==> src/logic/eth_pkg.sv <==
package eth_pkg;

    // Datapath widths
    localparam int BYTE_W   = 8;                        // Payload byte
    localparam int NIBBLE_W = 4;                        // PHY data lane

    // Frame layout on the wire
    localparam logic [BYTE_W-1:0] PREAMBLE_BYTE = 8'h55;   // Alternating ones and zeros
    localparam int                PREAMBLE_LEN  = 7;       // Bytes before the SFD
    localparam logic [BYTE_W-1:0] SFD_BYTE      = 8'hD5;   // Start of frame delimiter
    localparam int                FCS_LEN       = 4;       // CRC-32 trailer bytes
    localparam int                IFG_BYTES     = 12;      // Idle byte times after a frame

    // Ethernet CRC-32 in reflected form
    localparam logic [31:0] CRC_POLY_REFL = 32'hEDB8_8320;  // 0x04C11DB7 bit reversed
    localparam logic [31:0] CRC_INIT      = 32'hFFFF_FFFF;  // Preset to all ones
    localparam logic [31:0] CRC_RESIDUE   = 32'hDEBB_20E3;  // Register after data plus good FCS

    // FIFO word layouts, last flag always in bit 0
    localparam int TX_WORD_W = BYTE_W + 1;              // {data, last}
    localparam int RX_WORD_W = BYTE_W + 2;              // {data, error, last}

endpackage : eth_pkg

==> src/logic/byte_stream_if.sv <==
`timescale 1ns/1ps

interface byte_stream_if import eth_pkg::*; ();

    logic [BYTE_W-1:0] data;                            // Byte being offered
    logic              valid;                           // Source has a byte
    logic              last;                            // Final byte of a frame
    logic              ready;                           // Sink takes the byte this edge

    modport source (
        output data,
        output valid,
        output last,
        input  ready
    );

    modport sink (
        input  data,
        input  valid,
        input  last,
        output ready
    );

endinterface : byte_stream_if

==> src/logic/sync_fifo.sv <==
`timescale 1ns/1ps

module sync_fifo #(
    parameter int WIDTH = 9,                            // Word width, last flag in bit 0
    parameter int DEPTH = 64                            // Number of words
) (
    input  logic                       i_clk,
    input  logic                       rst,
    input  logic                       wr_en,           // Ignored while full
    input  logic [WIDTH-1:0]           wr_data,
    output logic                       full,
    input  logic                       rd_en,           // Ignored while empty
    output logic [WIDTH-1:0]           rd_data,         // Head word, shown before the read
    output logic                       empty,
    output logic [$clog2(DEPTH+1)-1:0] frames_stored    // Complete frames held
);

    localparam int PTR_W = (DEPTH > 1) ? $clog2(DEPTH) : 1;
    localparam int CNT_W = $clog2(DEPTH+1);

    logic [WIDTH-1:0] mem [DEPTH];                      // Storage array
    logic [PTR_W-1:0] wr_ptr;
    logic [PTR_W-1:0] rd_ptr;
    logic [CNT_W-1:0] count;                            // Words held
    logic             wr_fire;
    logic             rd_fire;
    logic             wr_last;                          // Frame end entering
    logic             rd_last;                          // Frame end leaving

    assign full    = (count == CNT_W'(DEPTH));
    assign empty   = (count == '0);
    assign rd_data = mem[rd_ptr];                       // First word fall through

    assign wr_fire = wr_en & ~full;
    assign rd_fire = rd_en & ~empty;
    assign wr_last = wr_fire & wr_data[0];
    assign rd_last = rd_fire & rd_data[0];

    always_ff @(posedge i_clk) begin
        if (wr_fire) begin
            mem[wr_ptr] <= wr_data;
        end
    end

    always_ff @(posedge i_clk) begin
        if (rst) begin
            wr_ptr        <= '0;
            rd_ptr        <= '0;
            count         <= '0;
            frames_stored <= '0;
        end else begin
            if (wr_fire) begin
                wr_ptr <= (wr_ptr == PTR_W'(DEPTH-1)) ? '0 : wr_ptr + 1'b1;  // Wrap at DEPTH
            end
            if (rd_fire) begin
                rd_ptr <= (rd_ptr == PTR_W'(DEPTH-1)) ? '0 : rd_ptr + 1'b1;
            end
            case ({wr_fire, rd_fire})
                2'b10:   count <= count + 1'b1;
                2'b01:   count <= count - 1'b1;
                default: count <= count;                // Both or neither leaves it
            endcase
            case ({wr_last, rd_last})
                2'b10:   frames_stored <= frames_stored + 1'b1;
                2'b01:   frames_stored <= frames_stored - 1'b1;
                default: frames_stored <= frames_stored;
            endcase
        end
    end

endmodule : sync_fifo

==> src/logic/crc32_unit.sv <==
`timescale 1ns/1ps

module crc32_unit import eth_pkg::*; (
    input  logic              i_clk,
    input  logic              rst,
    input  logic              init,                     // Preset for a new frame
    input  logic              update,                   // Fold in data this edge
    input  logic [BYTE_W-1:0] data,
    output logic [31:0]       crc                       // Running register, not inverted
);

    logic [31:0] crc_next;

    // One byte through the reflected LFSR, LSB first
    function automatic logic [31:0] crc_byte(input logic [31:0] c, input logic [BYTE_W-1:0] d);
        logic [31:0] r;
        r = c;
        for (int i = 0; i < BYTE_W; i++) begin
            if (r[0] ^ d[i]) begin
                r = (r >> 1) ^ CRC_POLY_REFL;           // Feedback tap set
            end else begin
                r = r >> 1;
            end
        end
        return r;
    endfunction

    assign crc_next = crc_byte(crc, data);

    always_ff @(posedge i_clk) begin
        if (rst) begin
            crc <= CRC_INIT;
        end else if (init) begin
            crc <= CRC_INIT;                            // Init wins over update
        end else if (update) begin
            crc <= crc_next;
        end
    end

endmodule : crc32_unit

==> src/logic/mac_tx.sv <==
`timescale 1ns/1ps

module mac_tx import eth_pkg::*; #(
    parameter int FRAMES_W = 7                          // Width of the frame count from the FIFO
) (
    input  logic                i_clk,
    input  logic                rst,
    input  logic [FRAMES_W-1:0] frames_stored,          // Complete frames waiting
    byte_stream_if.sink         tx_bytes,
    output logic [NIBBLE_W-1:0] phy_txd,
    output logic                phy_txctl
);

    localparam logic [2:0] S_IDLE     = 3'd0;
    localparam logic [2:0] S_PREAMBLE = 3'd1;
    localparam logic [2:0] S_SFD      = 3'd2;
    localparam logic [2:0] S_PAYLOAD  = 3'd3;
    localparam logic [2:0] S_FCS      = 3'd4;
    localparam logic [2:0] S_GAP      = 3'd5;
    localparam int         BCNT_W     = $clog2(IFG_BYTES);  // Longest count is the gap

    logic [2:0]        state;
    logic              phase;                           // 0 low nibble, 1 high nibble
    logic [BCNT_W-1:0] byte_cnt;                        // Byte index inside a field
    logic              start;
    logic              pop;                             // FIFO byte consumed
    logic [31:0]       crc;
    logic [31:0]       fcs_word;
    logic [BYTE_W-1:0] cur_byte;                        // Byte on the wire now

    assign start    = (state == S_IDLE) && (frames_stored != '0);
    assign pop      = (state == S_PAYLOAD) && phase && tx_bytes.valid;
    assign fcs_word = ~crc;                             // Final inversion

    assign tx_bytes.ready = (state == S_PAYLOAD) && phase;  // Take byte with its high nibble

    always_comb begin
        case (state)
            S_PREAMBLE: cur_byte = PREAMBLE_BYTE;
            S_SFD:      cur_byte = SFD_BYTE;
            S_PAYLOAD:  cur_byte = tx_bytes.data;       // FIFO head, stable until popped
            S_FCS:      cur_byte = fcs_word[byte_cnt[1:0]*BYTE_W +: BYTE_W];  // LSB first
            default:    cur_byte = '0;
        endcase
    end

    assign phy_txd   = phase ? cur_byte[BYTE_W-1:NIBBLE_W] : cur_byte[NIBBLE_W-1:0];
    assign phy_txctl = (state == S_PREAMBLE) || (state == S_SFD) ||
                       (state == S_PAYLOAD) || (state == S_FCS);

    crc32_unit i_crc (
        .i_clk  (i_clk),
        .rst    (rst),
        .init   (start),                                // Fresh CRC per frame
        .update (pop),                                  // Payload bytes only
        .data   (tx_bytes.data),
        .crc    (crc)
    );

    always_ff @(posedge i_clk) begin
        if (rst) begin
            state    <= S_IDLE;
            phase    <= 1'b0;
            byte_cnt <= '0;
        end else if (state == S_IDLE) begin
            phase    <= 1'b0;
            byte_cnt <= '0;
            if (start) begin
                state <= S_PREAMBLE;
            end
        end else begin
            phase <= ~phase;
            if (phase) begin                            // Byte boundary
                byte_cnt <= byte_cnt + 1'b1;
                case (state)
                    S_PREAMBLE: if (byte_cnt == BCNT_W'(PREAMBLE_LEN-1)) begin
                        state    <= S_SFD;
                        byte_cnt <= '0;
                    end
                    S_SFD: begin
                        state    <= S_PAYLOAD;
                        byte_cnt <= '0;
                    end
                    S_PAYLOAD: if (pop && tx_bytes.last) begin
                        state    <= S_FCS;
                        byte_cnt <= '0;
                    end
                    S_FCS: if (byte_cnt == BCNT_W'(FCS_LEN-1)) begin
                        state    <= S_GAP;
                        byte_cnt <= '0;
                    end
                    S_GAP: if (byte_cnt == BCNT_W'(IFG_BYTES-1)) begin
                        state <= S_IDLE;
                    end
                    default: state <= S_IDLE;
                endcase
            end
        end
    end

endmodule : mac_tx

==> src/logic/mac_rx.sv <==
`timescale 1ns/1ps

module mac_rx import eth_pkg::*; (
    input  logic                 i_clk,
    input  logic                 rst,
    input  logic [NIBBLE_W-1:0]  phy_rxd,
    input  logic                 phy_rxctl,
    output logic                 wr_en,                 // Write into rx FIFO
    output logic [RX_WORD_W-1:0] wr_data,               // {data, error, last}
    input  logic                 full,                  // rx FIFO has no room
    output logic                 rx_overflow            // Sticky, cleared by rst only
);

    logic [NIBBLE_W-1:0] rxd_q;                         // Sampled PHY nibble
    logic                rxctl_q;
    logic [NIBBLE_W-1:0] prev_nib;                      // Nibble one cycle older
    logic                prev_ctl;
    logic                in_frame;                      // Past the SFD
    logic                phase;                         // 1 when high nibble is due
    logic [NIBBLE_W-1:0] lo_nib;
    logic [BYTE_W-1:0]   dl [FCS_LEN];                  // Delay line, entry 0 newest
    logic [2:0]          dl_cnt;                        // Filled entries
    logic [BYTE_W-1:0]   head_byte;                     // Oldest byte, next to write
    logic                head_valid;
    logic                frame_err;                     // Bytes dropped in this frame
    logic                sfd_hit;
    logic                byte_done;
    logic                frame_end;
    logic                want_write;
    logic                drop;
    logic                bad_frame;
    logic [BYTE_W-1:0]   new_byte;
    logic [31:0]         crc;

    assign sfd_hit   = ~in_frame && rxctl_q && prev_ctl && ({rxd_q, prev_nib} == SFD_BYTE);
    assign byte_done = in_frame && rxctl_q && phase;
    assign frame_end = in_frame && ~rxctl_q;            // rxctl fell
    assign new_byte  = {rxd_q, lo_nib};                 // Low nibble came first

    assign want_write = (byte_done || frame_end) && head_valid;
    assign drop       = want_write && full;
    assign wr_en      = want_write && ~full;
    assign bad_frame  = (crc != CRC_RESIDUE) || frame_err || phase;  // Odd nibble count too
    assign wr_data    = {head_byte, frame_end && bad_frame, frame_end};

    crc32_unit i_crc (
        .i_clk  (i_clk),
        .rst    (rst),
        .init   (sfd_hit),
        .update (byte_done),                            // Payload and FCS alike
        .data   (new_byte),
        .crc    (crc)
    );

    always_ff @(posedge i_clk) begin
        rxd_q    <= phy_rxd;
        prev_nib <= rxd_q;
        if (in_frame && ~phase) begin
            lo_nib <= rxd_q;
        end
        if (byte_done) begin
            dl[0] <= new_byte;
            for (int i = 1; i < FCS_LEN; i++) begin
                dl[i] <= dl[i-1];
            end
            if (dl_cnt == 3'(FCS_LEN)) begin
                head_byte <= dl[FCS_LEN-1];             // Oldest leaves the delay line
            end
        end
    end

    always_ff @(posedge i_clk) begin
        if (rst) begin
            rxctl_q     <= 1'b0;
            prev_ctl    <= 1'b0;
            in_frame    <= 1'b0;
            phase       <= 1'b0;
            dl_cnt      <= '0;
            head_valid  <= 1'b0;
            frame_err   <= 1'b0;
            rx_overflow <= 1'b0;
        end else begin
            rxctl_q  <= phy_rxctl;
            prev_ctl <= rxctl_q;
            if (drop) begin
                rx_overflow <= 1'b1;
            end
            if (sfd_hit) begin
                in_frame   <= 1'b1;
                phase      <= 1'b0;
                dl_cnt     <= '0;
                head_valid <= 1'b0;
                frame_err  <= 1'b0;
            end else if (frame_end) begin
                in_frame   <= 1'b0;                     // Back to hunting
                phase      <= 1'b0;
                head_valid <= 1'b0;
            end else if (in_frame) begin
                phase <= ~phase;
                if (byte_done) begin
                    if (drop) begin
                        frame_err <= 1'b1;              // Marked on the last write
                    end
                    if (dl_cnt == 3'(FCS_LEN)) begin
                        head_valid <= 1'b1;
                    end else begin
                        dl_cnt <= dl_cnt + 1'b1;
                    end
                end
            end
        end
    end

endmodule : mac_rx

==> src/logic/ethernet_mac_fifo.sv <==
`timescale 1ns/1ps

module ethernet_mac_fifo import eth_pkg::*; #(
    parameter int FIFO_DEPTH = 64                       // Words in each FIFO
) (
    input  logic                i_clk,
    input  logic                rst,
    input  logic [BYTE_W-1:0]   s_tx_axis_tdata,        // Bytes to send
    input  logic                s_tx_axis_tvalid,
    input  logic                s_tx_axis_tlast,
    output logic                s_tx_axis_tready,       // tx FIFO has room
    output logic [BYTE_W-1:0]   m_rx_axis_tdata,        // Received payload
    output logic                m_rx_axis_tvalid,
    output logic                m_rx_axis_tlast,
    output logic                m_rx_axis_tuser,        // Bad CRC or dropped bytes
    input  logic                m_rx_axis_tready,
    output logic [NIBBLE_W-1:0] phy_txd,
    output logic                phy_txctl,
    input  logic [NIBBLE_W-1:0] phy_rxd,
    input  logic                phy_rxctl,
    output logic                rx_overflow
);

    localparam int FRAMES_W = $clog2(FIFO_DEPTH+1);

    logic                 tx_full;
    logic                 tx_empty;
    logic [TX_WORD_W-1:0] tx_rd_data;                   // {data, last}
    logic [FRAMES_W-1:0]  tx_frames;
    logic                 rx_wr_en;
    logic [RX_WORD_W-1:0] rx_wr_data;                   // {data, error, last}
    logic                 rx_full;
    logic                 rx_empty;

    byte_stream_if tx_bytes ();                         // tx FIFO head toward the framer

    assign s_tx_axis_tready = ~tx_full;
    assign tx_bytes.valid   = ~tx_empty;
    assign {tx_bytes.data, tx_bytes.last} = tx_rd_data;
    assign m_rx_axis_tvalid = ~rx_empty;

    sync_fifo #(.WIDTH(TX_WORD_W), .DEPTH(FIFO_DEPTH)) tx_fifo (
        .i_clk (i_clk), .rst (rst),
        .wr_en (s_tx_axis_tvalid & ~tx_full), .wr_data ({s_tx_axis_tdata, s_tx_axis_tlast}),
        .full  (tx_full), .rd_en (tx_bytes.ready), .rd_data (tx_rd_data),
        .empty (tx_empty), .frames_stored (tx_frames)
    );

    mac_tx #(.FRAMES_W(FRAMES_W)) i_mac_tx (
        .i_clk (i_clk), .rst (rst), .frames_stored (tx_frames), .tx_bytes (tx_bytes),
        .phy_txd (phy_txd), .phy_txctl (phy_txctl)
    );

    mac_rx i_mac_rx (
        .i_clk (i_clk), .rst (rst), .phy_rxd (phy_rxd), .phy_rxctl (phy_rxctl),
        .wr_en (rx_wr_en), .wr_data (rx_wr_data), .full (rx_full), .rx_overflow (rx_overflow)
    );

    sync_fifo #(.WIDTH(RX_WORD_W), .DEPTH(FIFO_DEPTH)) rx_fifo (
        .i_clk (i_clk), .rst (rst), .wr_en (rx_wr_en), .wr_data (rx_wr_data),
        .full  (rx_full), .rd_en (m_rx_axis_tready),
        .rd_data ({m_rx_axis_tdata, m_rx_axis_tuser, m_rx_axis_tlast}),
        .empty (rx_empty), .frames_stored ()            // Frame count unused on rx side
    );

endmodule : ethernet_mac_fifo

==> config.mk <==
export PLATFORM = sky130hd
export DESIGN_NAME = ethernet_mac_fifo
export DESIGN_NICKNAME = d
export VERILOG_FILES = /design/src/logic/eth_pkg.sv /design/src/logic/byte_stream_if.sv /design/src/logic/sync_fifo.sv /design/src/logic/crc32_unit.sv /design/src/logic/mac_tx.sv /design/src/logic/mac_rx.sv /design/src/logic/ethernet_mac_fifo.sv
export SDC_FILE = /design/constraint.sdc
export NUM_CORES = 2
export LEC_CHECK = 0
export BUFFER_PORTS_ARGS = -buffer_cell sky130_fd_sc_hd__buf_2
export CAP_MARGIN = 30
export CORE_ASPECT_RATIO = 1.1
export CORE_UTILIZATION = 30
export CTS_CLUSTER_DIAMETER = 150
export DETAILED_ROUTE_END_ITERATION = 12
export PLACE_DENSITY = 0.48
export SKIP_CTS_REPAIR_TIMING = 1
export SYNTH_ARGS = -nofsm -noshare
export SYNTH_HDL_FRONTEND = slang
export SYNTH_SLANG_ARGS = --single-unit
==> constraint.sdc <==
create_clock -name i_clk -period 5.4 [get_ports i_clk]
set_clock_uncertainty 0.2 [all_clocks]
set_input_delay 0.27 -clock i_clk [delete_from_list [all_inputs] [get_ports i_clk]]
set_output_delay 0.27 -clock i_clk [all_outputs]
set_load 0.02 [all_outputs]
==> out/results.ini <==
[outcome]
outcome = complete, but fails checks
violations = negative hold slack

[sta]
period_needed_ns = 5.214
finalCritPeriodShare = 0.9655
setup_tns_ns = 0
worst_pin_slew_ns = 0.9880
rsz0062_at_grt = false
maxSlewViolCount = 0
hold_slack_ns = -0.001669
max_freq_mhz = 191.8
maxSlewHeadroom = 0.3389
setup-violations-final = 0
hold_viol = 1
fin_ws_ns = 0.1861

[worst_setup_path]
required_ns = 4.93
crit_top_cell = o32a_1
rr_worst_depth = 10
setup.worst_path.end = phy_txd[0]
slowest_delay_ns = 0.61
reg2reg_to = i_mac_tx.i_crc.crc[24]
start_kind = flop
crit_type = reg -> out
regToRegSetupSlack_ns = 0.74
end_kind = primary output
path_cells = buf_4 -> mux4_2 -> o22ai_1 -> a2111oi_0 -> o211ai_1 -> o21a_1 -> o32a_1 -> o32a_1 -> o21ai_0 -> buf_2
crit_fanout = 37
arrival_ns = 4.74
cp_slowest_cell = a2111oi_0

[global_route]
grt_pass1_vias = 28370
antenna_found_initial = 3
grt_pass1_wl_microns = 204500
grt_remaining_overflow = 0
grt_max_degree = 68
grt_use_total = 0.1506

[layout]
layout_common_cells = edfxtp_1, mux4_2, nor2_1, buf_4, clkbuf_16
nNetsFinal = 3195
seqCellArea_sq_um = 40800
drive_above_1_share = 0.2632
final_common_cell = edfxtp_1
fillers = 17340
areaGrowthSynthToFinish_pct = 17.10
multi_input_area_sq_um = 14410

[detailed_routing]
viasPerCell = 4.847
num_vias = 27620
drtIter0Drc = 2345
routed_wl_microns = 141100
antenna_left = 0
wl_per_cell_microns = 24.77
drt-pass1-iter-count = 5
drcViolationCount = 0

[clock_network]
path_clk_slew_ns = 0.06
cts_buffers = 156
clock-sinks = 1407
cts_tree = yes
cts-root-buf = clkbuf_16
insertion_delay_ns = 0.79
ctsHtreeMaxLevel = 4
cts.path.max_buffers = 3

[synthesis]
syn_avg_cell_area_sq_um = 19.41
ys_seq_area_frac = 0.7291
synthDistinctLibCells = 68
yosys_warnings = 0
synth_ff_type = edfxtp_1
syn-cell-area_sq_um = 55930
syn_inst = 2881
synth_enable_flop_cells = 1260
ys_ff_latch = 1407
async_flop_share = 0
syn_nets = 2928

[floorplan]
start_util = 0.3030
die_h_microns = 454.9
io_pins = 36
die_w_microns = 413.7
row_count = 165
core_area_sq_um = 184600
die_area_sq_um = 188200

[placed_design]
port_buffers = 35
hpwl_microns = 87640
place_ws_ns = 0.7267
gp_congestion = 0.7835

[pwr]
leakagePower_nw = 20.70
ir_drop_mv = 0.3415
cellPowerDensity_nw_per_um2 = 348.3

[flow_run]
max_cap_violations = 0

[hold_path]
hold_path_class = in -> reg

==> Yosys cell counts (13+ instances only) <==
master	instances	area, sq um
a21oi_1	63	315.3
a22oi_1	14	105.1
xnor3_1	13	292.8
buf_4	15	112.6
xor2_1	57	499.2
ha_1	26	325.3
nand2_1	114	427.9
mux2i_1	33	330.3
nand3_1	36	180.2
clkbuf_1	84	315.3
dfxtp_1	147	2943
buf_2	18	90.09
inv_1	21	78.83
nor2_1	227	852.1
buf_1	25	93.84
nor2b_1	25	156.4
edfxtp_1	1260	37840
mux4_2	366	8243
nor3_1	20	100.1
xnor2_1	87	762.0
o21ai_0	21	105.1
o211ai_1	57	427.9
==> worst min-delay path by stage <==
stage                            start                  to  slack [ns]  cells after the start
global route           s_tx_axis_tlast  tx_fifo.mem[62][0]       0.006                      2
detailed placement          phy_rxd[2]   i_mac_rx.rxd_q[2]        0.17                      1
finish              s_tx_axis_tdata[4]  tx_fifo.mem[12][5]      -0.002                      2
global placement            phy_rxd[0]   i_mac_rx.rxd_q[0]        0.17                      1
floorplan                   phy_rxd[0]   i_mac_rx.rxd_q[0]         0.1                      0
CTS                         phy_rxd[2]   i_mac_rx.rxd_q[2]       -0.69                      1
==> area by class of cell <==
class,count,share of cell area
clock inverters,76,0.01200
well taps,2421,0.04625
clock buffers,209,0.06482
multi-input cells,1303,0.2200
inverters,23,0.001318
repair buffers,257,0.03251
diodes,2,0.00007642
flip-flops and latches,1407,0.6230
==> state kept, by name, summed over array words and instances, names as in the netlist, 7 cells and up, named ones only <==
signal                 cells
i_mac_tx.i_crc.crc        32
tx_fifo.mem              576
i_mac_rx.dl               32
tx_fifo.count              7
rx_fifo.mem              640
tx_fifo.frames_stored      7
i_mac_rx.head_byte         8
rx_fifo.count              7
i_mac_rx.i_crc.crc        32
==> stage by stage <==
step                      total power, mW  utilization  area [sq um]  instances
after floorplan                     12.37            -         55930       2881
final                               22.81       0.3549         65490       5698
after global placement              12.59       0.3241         59810       5350
after detailed placement            12.60       0.3265         60270       5392
after CTS                           23.08       0.3538         65300       5677
after global routing                23.52       0.3548         65490       5697
==> report_power, final <==
group	internal [mW]	switching (mW)	total, mW
clock network	6.11	4.33	10.4
registers	11.8	0.0294	11.8
logic	0.208	0.356	0.564
total	18.1	4.71	22.8
==> worst max-delay path, delay by kind of cell (launching register included) <==
| family | cells | cell delay [ns] |
|---|---|---|
| AOI/OAI and AO/OA | 7 | 2.19 |
| buffers and inverters | 2 | 0.88 |
| DFF | 1 | 0.51 |
| muxes | 1 | 0.32 |
==> logic make-up after synthesis <==
logic type	count (synthesis)	synth area share
flip-flops	1407	0.7291
AND/OR/NAND/NOR	488	0.03899
multiplexers	411	0.1557
AO/OA/AOI/OAI	209	0.02461
buffers and inverters	171	0.01369
XOR/XNOR	166	0.03101
adder cells (fa/ha/maj)	29	0.006890
==> layer usage <==
layer / vias up / GRT usage / routed length, microns
li1: 12150 / - / -
met1: 14700 / 0.2032 / 62830
met2: 594 / 0.2489 / 69380
met3: 172 / 0.02400 / 5379
met4: 0 / 0.04589 / 3555
met5: - / 0 / 0
Power figures use the tool's default switching activity.
